File: config.mk
export PLATFORM = sky130hd
export DESIGN_NAME = cdd_link
export DESIGN_NICKNAME = d
export VERILOG_FILES = /design/src/design/cdd_pkg.sv /design/src/design/cdd_link.sv /design/src/design/cdd_command_frame.sv /design/src/design/cdd_byte_sequencer.sv /design/src/design/cdd_bit_shifter.sv /design/src/design/cdd_status_mailbox.sv
export VERILOG_INCLUDE_DIRS = /design/src /design/src/design
export SDC_FILE = /design/constraint.sdc
export NUM_CORES = 1
export LEC_CHECK = 0
export CAP_MARGIN = 0
export CELL_PAD_IN_SITES_DETAIL_PLACEMENT = 1
export CELL_PAD_IN_SITES_GLOBAL_PLACEMENT = 1
export CORE_MARGIN = 8
export CORE_UTILIZATION = 47
export DETAILED_ROUTE_END_ITERATION = 8
export DONT_BUFFER_PORTS = 1
export PLACE_DENSITY = 0.71
export SYNTH_ARGS = -nofsm -noshare
export SYNTH_HDL_FRONTEND = slang
export SYNTH_HIERARCHICAL = 1
export SYNTH_SLANG_ARGS = --single-unit
File: constraint.sdc
create_clock -name clk_sys -period 3 [get_ports clk_sys]
set_input_delay 0.3 -clock clk_sys [delete_from_list [all_inputs] [get_ports clk_sys]]
set_output_delay 0.3 -clock clk_sys [all_outputs]
set_load 0.02 [all_outputs]
File: src/design/cdd_config.svh
`ifndef CDD_CONFIG_SVH
`define CDD_CONFIG_SVH

// Frame geometry of the drive link
`define CDD_FRAME_BYTES 12

// Cycles from a status toggle to the first byte load
`define CDD_START_DELAY 15

// Idle cycles between the end of one byte and the next request
`define CDD_BYTE_GAP 1023

// Host commands whose occurrences are counted
// Count of code A goes to byte 9, code B to byte 8
`define CDD_CMD_COUNT_A 8'h06
`define CDD_CMD_COUNT_B 8'h09

`endif
File: src/design/cdd_pkg.sv
`include "cdd_config.svh"

package cdd_pkg;

	typedef logic [7:0] cdd_byte_t;

	// Byte position in a frame, 0 to 11
	typedef logic [3:0] cdd_byte_index_t;

	// Bit position within a byte
	typedef logic [2:0] cdd_bit_index_t;

	// Decoded view, most significant field first
	typedef struct packed {
		logic [15:0] trailer;
		cdd_byte_t   count_a;
		cdd_byte_t   count_b;
		logic [55:0] params;
		cdd_byte_t   command;
	} cdd_frame_fields_t;

	// Same 96 bits as bytes for the serial side with byte 0 at the bottom
	typedef union packed {
		cdd_byte_t [`CDD_FRAME_BYTES-1:0] bytes;
		cdd_frame_fields_t                fields;
	} cdd_frame_u;

endpackage

File: src/design/cdd_link.sv
module cdd_link (
	input  logic               clk_sys,
	input  logic               reset,
	input  cdd_pkg::cdd_frame_u status_frame,
	input  logic               status_toggle,
	input  logic               comclk,
	input  logic               hdata,
	output logic               cdata,
	output logic               comreq_n,
	output logic               comsync_n,
	output cdd_pkg::cdd_frame_u cmd_frame,
	output logic               cmd_toggle
);

	import cdd_pkg::*;

	cdd_frame_u status_latched;
	cdd_frame_u host_frame;
	cdd_byte_t  tx_byte;
	cdd_byte_t  rx_byte;
	logic       trans_start;
	logic       trans_next;
	logic       byte_load;
	logic       byte_done;
	logic       frame_done;

	////////////////////////////////////////////////////////////
	// Drive status path
	////////////////////////////////////////////////////////////

	cdd_status_mailbox u_mailbox (
		.clk_sys        (clk_sys),
		.reset          (reset),
		.status_frame   (status_frame),
		.status_toggle  (status_toggle),
		.status_latched (status_latched),
		.trans_start    (trans_start)
	);

	cdd_byte_sequencer u_sequencer (
		.clk_sys        (clk_sys),
		.reset          (reset),
		.status_latched (status_latched),
		.trans_start    (trans_start),
		.rx_byte        (rx_byte),
		.byte_done      (byte_done),
		.tx_byte        (tx_byte),
		.byte_load      (byte_load),
		.trans_next     (trans_next),
		.comsync_n      (comsync_n),
		.host_frame     (host_frame),
		.frame_done     (frame_done)
	);

	// Serial pins toward the CD block
	cdd_bit_shifter u_shifter (
		.clk_sys    (clk_sys),
		.reset      (reset),
		.comclk     (comclk),
		.hdata      (hdata),
		.tx_byte    (tx_byte),
		.byte_load  (byte_load),
		.trans_next (trans_next),
		.cdata      (cdata),
		.comreq_n   (comreq_n),
		.rx_byte    (rx_byte),
		.byte_done  (byte_done)
	);

	cdd_command_frame u_command (
		.clk_sys    (clk_sys),
		.reset      (reset),
		.host_frame (host_frame),
		.frame_done (frame_done),
		.cmd_frame  (cmd_frame),
		.cmd_toggle (cmd_toggle)
	);

endmodule

File: src/design/cdd_command_frame.sv
`include "cdd_config.svh"

module cdd_command_frame (
	input  logic               clk_sys,
	input  logic               reset,
	input  cdd_pkg::cdd_frame_u host_frame,
	input  logic               frame_done,
	output cdd_pkg::cdd_frame_u cmd_frame,
	output logic               cmd_toggle
);

	import cdd_pkg::*;

	cdd_byte_t  count_a;
	cdd_byte_t  count_b;
	cdd_frame_u delivered;

	// Bytes 9 and 8 carry the counts seen before this frame
	always_comb begin
		delivered                = host_frame;
		delivered.fields.count_a = count_a;
		delivered.fields.count_b = count_b;
	end

	always_ff @(posedge clk_sys) begin
		if (reset) begin
			count_a    <= '0;
			count_b    <= '0;
			cmd_frame  <= '0;
			cmd_toggle <= 1'b0;
		end else if (frame_done) begin
			cmd_frame  <= delivered;
			cmd_toggle <= ~cmd_toggle;
			// Counters wrap at 256
			if (host_frame.fields.command == `CDD_CMD_COUNT_A) begin
				count_a <= count_a + 8'd1;
			end
			if (host_frame.fields.command == `CDD_CMD_COUNT_B) begin
				count_b <= count_b + 8'd1;
			end
		end
	end

	a_toggle_after_done : assert property (@(posedge clk_sys) disable iff (reset)
		(cmd_toggle != $past(cmd_toggle)) |-> $past(frame_done));

endmodule

File: src/design/cdd_byte_sequencer.sv
`include "cdd_config.svh"

module cdd_byte_sequencer (
	input  logic               clk_sys,
	input  logic               reset,
	input  cdd_pkg::cdd_frame_u status_latched,
	input  logic               trans_start,
	input  cdd_pkg::cdd_byte_t  rx_byte,
	input  logic               byte_done,
	output cdd_pkg::cdd_byte_t  tx_byte,
	output logic               byte_load,
	output logic               trans_next,
	output logic               comsync_n,
	output cdd_pkg::cdd_frame_u host_frame,
	output logic               frame_done
);

	import cdd_pkg::*;

	localparam int GAP_W = $clog2(`CDD_BYTE_GAP + 1);
	localparam cdd_byte_index_t LAST_BYTE = 4'(`CDD_FRAME_BYTES - 1);

	cdd_byte_index_t byte_idx;
	logic [GAP_W-1:0] gap_cnt;

	////////////////////////////////////////////////////////////
	// Payload, outgoing byte select and incoming byte store
	////////////////////////////////////////////////////////////

	always_ff @(posedge clk_sys) begin
		if (trans_start) begin
			tx_byte <= status_latched.bytes[0];
		end else if (byte_done) begin
			host_frame.bytes[byte_idx] <= rx_byte;
			if (byte_idx < LAST_BYTE) begin
				tx_byte <= status_latched.bytes[byte_idx + 4'd1];
			end
		end
	end

	////////////////////////////////////////////////////////////
	// Byte walk, frame sync and gap timer
	////////////////////////////////////////////////////////////

	always_ff @(posedge clk_sys) begin
		if (reset) begin
			byte_idx   <= '0;
			gap_cnt    <= '0;
			byte_load  <= 1'b0;
			trans_next <= 1'b0;
			comsync_n  <= 1'b1;
			frame_done <= 1'b0;
		end else begin
			byte_load  <= 1'b0;
			trans_next <= 1'b0;
			frame_done <= 1'b0;
			if (trans_start) begin
				// Also taken mid frame so a new frame restarts at byte 0
				byte_idx  <= '0;
				byte_load <= 1'b1;
				comsync_n <= 1'b0;
				gap_cnt   <= GAP_W'(`CDD_BYTE_GAP);
			end else if (byte_done) begin
				comsync_n <= 1'b1;
				if (byte_idx < LAST_BYTE) begin
					byte_idx  <= byte_idx + 4'd1;
					byte_load <= 1'b1;
					gap_cnt   <= GAP_W'(`CDD_BYTE_GAP);
				end else begin
					// No further request after the last byte
					byte_idx   <= '0;
					frame_done <= 1'b1;
				end
			end else if (gap_cnt != '0) begin
				gap_cnt    <= gap_cnt - GAP_W'(1);
				trans_next <= (gap_cnt == GAP_W'(1));
			end
		end
	end

	a_index_range : assert property (@(posedge clk_sys) disable iff (reset)
		byte_idx < `CDD_FRAME_BYTES);

endmodule

File: src/design/cdd_bit_shifter.sv
module cdd_bit_shifter (
	input  logic              clk_sys,
	input  logic              reset,
	input  logic              comclk,
	input  logic              hdata,
	input  cdd_pkg::cdd_byte_t tx_byte,
	input  logic              byte_load,
	input  logic              trans_next,
	output logic              cdata,
	output logic              comreq_n,
	output cdd_pkg::cdd_byte_t rx_byte,
	output logic              byte_done
);

	import cdd_pkg::*;

	logic           comclk_q;
	logic           comclk_fall;
	logic           comclk_rise;
	cdd_byte_t      tx_shift;
	cdd_bit_index_t bit_cnt;

	assign comclk_fall = !comclk && comclk_q;
	assign comclk_rise = comclk && !comclk_q;

	////////////////////////////////////////////////////////////
	// Data path
	////////////////////////////////////////////////////////////

	// Host bits enter at the top, so bit 0 ends up at the bottom
	always_ff @(posedge clk_sys) begin
		if (byte_load) begin
			tx_shift <= tx_byte;
		end else if (comclk_fall) begin
			tx_shift <= {1'b0, tx_shift[7:1]};
		end
		if (!byte_load && comclk_rise) begin
			rx_byte <= {hdata, rx_byte[7:1]};
		end
	end

	////////////////////////////////////////////////////////////
	// Edge detect, bit count and request line
	////////////////////////////////////////////////////////////

	always_ff @(posedge clk_sys) begin
		if (reset) begin
			comclk_q  <= 1'b1;
			cdata     <= 1'b0;
			comreq_n  <= 1'b1;
			bit_cnt   <= '0;
			byte_done <= 1'b0;
		end else begin
			comclk_q  <= comclk;
			byte_done <= 1'b0;
			if (byte_load) begin
				bit_cnt <= '0;
			end else if (comclk_fall) begin
				// LSB first
				cdata <= tx_shift[0];
			end else if (comclk_rise) begin
				bit_cnt   <= bit_cnt + 3'd1;
				byte_done <= (bit_cnt == 3'd7);
			end
			if (trans_next) begin
				comreq_n <= 1'b0;
			end else if (byte_load || comclk_rise) begin
				comreq_n <= 1'b1;
			end
		end
	end

	a_load_done_apart : assert property (@(posedge clk_sys) disable iff (reset)
		!(byte_load && byte_done));

endmodule

File: src/design/cdd_status_mailbox.sv
`include "cdd_config.svh"

module cdd_status_mailbox (
	input  logic               clk_sys,
	input  logic               reset,
	input  cdd_pkg::cdd_frame_u status_frame,
	input  logic               status_toggle,
	output cdd_pkg::cdd_frame_u status_latched,
	output logic               trans_start
);

	localparam int DELAY_W = $clog2(`CDD_START_DELAY + 1);

	logic               toggle_last;
	logic [DELAY_W-1:0] delay_cnt;

	// Frame is captured together with the toggle edge
	always_ff @(posedge clk_sys) begin
		if (status_toggle != toggle_last) begin
			status_latched <= status_frame;
		end
	end

	always_ff @(posedge clk_sys) begin
		if (reset) begin
			toggle_last <= 1'b0;
			delay_cnt   <= '0;
			trans_start <= 1'b0;
		end else begin
			trans_start <= 1'b0;
			if (status_toggle != toggle_last) begin
				toggle_last <= status_toggle;
				// A repost restarts the wait from the top
				delay_cnt   <= DELAY_W'(`CDD_START_DELAY);
			end else if (delay_cnt != '0) begin
				delay_cnt   <= delay_cnt - DELAY_W'(1);
				trans_start <= (delay_cnt == DELAY_W'(1));
			end
		end
	end

	a_start_single : assert property (@(posedge clk_sys) disable iff (reset)
		trans_start |=> !trans_start);

endmodule

==> reports/results.tsv, run 1 <==
metric	value	unit
status	finished clean	
routabilityCongestion	0.7678	
cts_tree	done	
rows	60	
fmax	0.3978	GHz
n_fill_cell	2482	
slowest_delay	0.50	ns
tightest_slew	1.102	ns
synthCells	857	
syn_area	12670	sq um
ys_warn_count	6	
period_needed	2.514	ns
numCtsBuffers	37	
via_per_inst	5.488	
grt_pass1_vias	8098	
grt_overflow	0	
stdcell_area	15250	sq um
hold_violations	0	
antenna_left	0	
vias	7321	
ios	201	
wl	30.86	mm
wl_per_cell	23.13	um
dr.pass1.iters	4	
final.setup_skew	0.01957	ns
rsz0062_at_grt	false	
critPathArrivalTime	2.89	ns
area_growth	20.37	%
cp_max_fo	12	
crit_type	reg -> reg	
slew_viol_final	0	
max-vdd-ir-drop	0.5414	mV
dr.first_iter.drc_count	468	
grt_pass1_wl	48.23	mm
track_usage	18.73	%
die_x	180.2	um
setup_slack	0.4860	ns
htreeDepth	2	
clock_latency	0.52	ns
critPathSlowestCell	dfxtp_1	
clockBufferDepth	3	
power_density	708.2	nW/um^2
antenna_found_initial	1	
worst_setup_path_start_kind	register	
syn_nets	970	
required	3.38	ns
hold_class	in -> reg	
setup_violations	0	
place_inst	1165	
drive_gt1_share	12.20	%
dp_hpwl	18.72	mm
clkSinkCount	344	
hold_slack	0.02835	ns
dieArea	32460	sq um
synth.avg_cell_area	14.78	sq um
period_share	83.80	%
post-place-ws	0.5398	ns
io_buffers	0	
grt_max_degree	138	
path_cells	ha_1 > o21ai_0 > a21oi_2 > inv_1 > a211oi_1 > nor3_1	
fin_tns_setup	0	ns
core	26730	sq um
cts_root_buffer	clkbuf_16	
drv_cap	0	
cp-end-kind	register	
nets	1076	
cellLeakagePower	0.005166	uW
drc	0	
maxSlewHeadroom	26.00	%
clkTransAtPathRegs	0.06	ns
die_y	180.2	um
start_util	47.40	%
placed_cell_area	12990	sq um
final_cell_count_no_fill	1334	
per-layer routing:
layer,vias up,track usage [%],part of all wire (%)
met5,-,0,0
met4,0,6.151,2.2
met3,46,5.444,6.6
met2,221,33.43,52
met1,3671,21.23,40
li1,3383,-,-
where the power goes:
part | internal, uW | switching (uW) | leakage (uW)
sequential | 5210 | 160 | 0.00305
clock | 2730 | 1880 | 0.000607
combinational | 380 | 438 | 0.00151
total | 8320 | 2480 | 0.00517
stage by stage:
step / utilization (%) / total power [uW]
after floorplan: - / 5942
after global placement: 48.60 / 6041
after detailed placement: 48.60 / 6113
after CTS: 57.05 / 10840
after global routing: 57.06 / 11180
final: 57.06 / 10800
final cells by class:
| cell class | instances | area, sq um | area share, % |
|---|---|---|---|
| diodes | 1 | 2.502 | 0.01641 |
| clock buffers | 41 | 940.9 | 6.170 |
| clock inverters | 27 | 297.8 | 1.953 |
| inverters | 15 | 57.56 | 0.3775 |
| multi-input cells | 457 | 3526 | 23.12 |
| flip-flops and latches | 344 | 8894 | 58.32 |
| well taps | 341 | 426.7 | 2.798 |
| repair buffers | 108 | 1104 | 7.237 |
path summary, 6_finish.rpt:
path / cells after the start / startpoint / slack (ns) / to
min: 2 / reset / 0.03 / u_shifter/byte_done
max reg2reg: 6 / u_sequencer/byte_idx[1] / 0.49 / u_sequencer/gap_cnt[5]
min reg2reg: 1 / u_sequencer/trans_next / 0.42 / u_shifter/comreq_n
max: 6 / u_sequencer/byte_idx[1] / 0.49 / u_sequencer/gap_cnt[5]
repair_timing:
item                      CTS  global route
buffers inserted            0             0
resized for setup           0             0
hold buffers              100             0
hold endpoints to repair  234             0
layout by cell type, fill, tap and decap left out, drive strengths merged, types with 9 or more instances in the layout:
master and instances:
mux2i 102, a21oi 29, edfxtp 200, nor2 117, nor3 15, clkinv 16, dlygate4sd3 99, nand2 27
buf 9, dfxtp 144, mux4 24, clkbuf 41, and3 11, xnor2 9, inv 18, ha 12
worst max-delay path: cells and delay by family (launching register included):
kind | cells | cell delay (ns)
compound gates | 3 | 0.98
fa+ha+maj | 1 | 0.44
buf+inv | 1 | 0.37
flops | 1 | 0.50
simple gates | 1 | 0.08
state kept, by name (all words and copies together), names as in the netlist, 3 cells and up:
register and cells:
u_command/cmd_frame 96, u_command/count_a 8, u_command/count_b 8, u_mailbox/delay_cnt 4, u_mailbox/status_latched 96, u_sequencer/byte_idx 4, u_sequencer/gap_cnt 10, u_sequencer/host_frame 80
u_sequencer/tx_byte 8, u_shifter/bit_cnt 3, u_shifter/rx_byte 8, u_shifter/tx_shift 8
(Power assumes the default switching activity.)
==> inputs of run 2 (changes only) <==
--- a/config.mk
+++ b/config.mk
@@ -6,6 +6,7 @@
 export SDC_FILE = /design/constraint.sdc
 export NUM_CORES = 1
 export LEC_CHECK = 0
+export ABC_AREA = 1
 export CAP_MARGIN = 0
 export CELL_PAD_IN_SITES_DETAIL_PLACEMENT = 1
 export CELL_PAD_IN_SITES_GLOBAL_PLACEMENT = 1
==> constraint.sdc (replaced) <==
create_clock -name clk_sys -period 2.4 [get_ports clk_sys]
set_input_delay 0.24 -clock clk_sys [delete_from_list [all_inputs] [get_ports clk_sys]]
set_output_delay 0.24 -clock clk_sys [all_outputs]
set_load 0.02 [all_outputs]
==> run 2 against run 1 <==
Sequential share of layout area down 0.97 points. Largest power group unchanged. Total power rose by 19%. Area after synthesis grew 2.6%. Largest cell class unchanged.
==> reports/results.tsv, run 2 <==
metric	value	unit	change
n_fill_cell	2914		+17%
antenna_left	0		unchanged
slowest_delay	0.40	ns	-0.10 ns
rows	61		+1.7%
setup_violations	0		unchanged
wl_per_cell	20.41	um	-12%
total_power	12830	uW	+19%
busiest_layer	met2		
track_usage	21.15	%	+2.4 points
status	finished clean		
rsz0062_at_grt	false		
fin_tns_setup	0	ns	unchanged
vias	9281		+27%
worst_setup_path_start_kind	register		
numCtsBuffers	37		unchanged
grt_pass1_vias	9965		+23%
hold_class	in -> reg		
io_buffers	0		unchanged
switching_power	3015	uW	+22%
grt_overflow	0		unchanged
dr.pass1.iters	5		+1
start_util	47.30	%	-0.11 points
dieArea	33230	sq um	+2.4%
max-vdd-ir-drop	0.6874	mV	+27%
clkSinkCount	344		unchanged
tightest_slew	1.123	ns	+0.02191 ns
area_growth	19.32	%	
ctsResizeCount	0		unchanged
fin_util	56.43	%	-0.62 points
routabilityCongestion	0.8553		+11%
drv_cap	0		unchanged
drive_gt1_share	9.124	%	-3.1 points
nets	1467		+36%
required	2.77	ns	-0.61 ns
layout.cells.most_common_list	nor2_1 (307), edfxtp_1 (200), nand2_1 (160)		
synthCells	1241		+45%
grt_pass1_wl	55.71	mm	+16%
die_x	182.3	um	+1.2%
met2_usage	37.85	%	+4.4 points
cp_max_fo	41		+29
maxSlewHeadroom	24.31	%	-1.7 points
critPathArrivalTime	2.47	ns	-0.42 ns
cpLargestDelayFamily	compound AO/OA/AOI/OAI gates		
gr-usage-met3	5.667	%	+0.22 points
power_density	827.5	nW/um^2	+17%
ys_warn_count	6		unchanged
clockBufferDepth	3		unchanged
cts_tree	done		
hold_violations	0		unchanged
core	27480	sq um	+2.8%
cts_root_buffer	clkbuf_16		
multi_input_area	3587	sq um	+1.7%
syn_nets	1354		+40%
seqCellArea	8894	sq um	unchanged
synth.avg_cell_area	10.47	sq um	-29%
p_int	9816	uW	+18%
final_common_cell	nor2_1		
seqPwrFrac	51.6	%	+1.9 points
slew_viol_final	0		unchanged
htreeDepth	2		unchanged
clkTransAtPathRegs	0.06	ns	about the same
fmax	0.4756	GHz	+20%
dr.first_iter.drc_count	565		+21%
crit_type	reg -> reg		
cellLeakagePower	0.006088	uW	+18%
ios	201		unchanged
crit_buf_inv	2		+1
grt_max_degree	62		-55%
period_share	87.61	%	+3.8 points
antenna_found_initial	1		unchanged
grtUsageMet1	23.96	%	+2.7 points
path_cells	inv_1 > ha_1 > buf_4 > o21ai_0 > o211ai_1 > nand3_1 > a21oi_1		
drc	0		unchanged
cp-end-kind	register		
share_comb_of_total_power	7.6	%	about the same
die_y	182.3	um	+1.2%
clockPowerShare	40.9	%	-1.8 points
final_cell_count_no_fill	1727		+29%
via_per_inst	5.374		-2.1%
wl	35.24	mm	+14%
clock_latency	0.52	ns	about the same
diodes	0		-1
dp_hpwl	22.02	mm	+18%
final.setup_skew	0.01250	ns	-0.007074 ns
period_needed	2.103	ns	-0.4112 ns
critPathSlowestCell	dfxtp_1		
place_inst	1561		+34%
swShare	23.50	%	+0.53 points
syn_area	12990	sq um	+2.6%
==> run 2: cell type report <==
class	instances	share of cell area, %
Sequential cell	344	57.36
Multi-Input combinational cell	777	23.13
Timing Repair Buffer	124	7.940
Clock buffer	51	6.504
Tap cell	346	2.792
Inverter	70	1.711
Clock inverter	15	0.5648
==> run 2: what timing repair did <==
item / in CTS / in global routing
buffers inserted: 0 / 0
hold buffers: 100 / 0
hold endpoints to repair: 128 / 0
==> run 2: power groups by stage <==
| stage | Clock [uW] | Combinational [uW] | Sequential [uW] |
|---|---|---|---|
| finish | 5240 | 970 | 6620 |
| global route | 5600 | 1100 | 6640 |
| CTS | 5330 | 965 | 6620 |
| detailed placement | 0 | 821 | 6740 |
| global placement | 0 | 788 | 6730 |
| floorplan | 0 | 643 | 6690 |
==> run 2: per-layer routing <==
metal | part of all wire (%) | up-vias
met1 | 40 | 4561
met5 | 0.023 | -
met4 | 2.5 | 2
met3 | 6.6 | 62
li1 | - | 4377
met2 | 51 | 279
==> run 2: final timing paths <==
| path | start | end | cells past startpoint | slack (ns) |
|---|---|---|---|---|
| worst max-delay path | u_sequencer/byte_idx[1] | u_sequencer/tx_byte[4] | 7 | 0.30 |
| worst min-delay path | reset | u_sequencer/comsync_n | 2 | 0.02 |
| worst max register to register | u_sequencer/byte_idx[1] | u_sequencer/tx_byte[4] | 7 | 0.30 |
| worst min register to register | u_sequencer/host_frame[59] | u_command/cmd_frame[59] | 2 | 0.47 |
==> run 2: through the flow <==
stage / worst slack (ns) / area [sq um] / hold slack (ns)
after CTS: 0.3848 / 15510 / 0.006163
after floorplan: 0.3709 / 13000 / 0.3091
final: 0.2972 / 15510 / 0.02494
after global routing: 0.1954 / 15510 / 0.03244
after detailed placement: 0.3993 / 13410 / 0.3175
after global placement: 0.4904 / 13410 / 0.3133
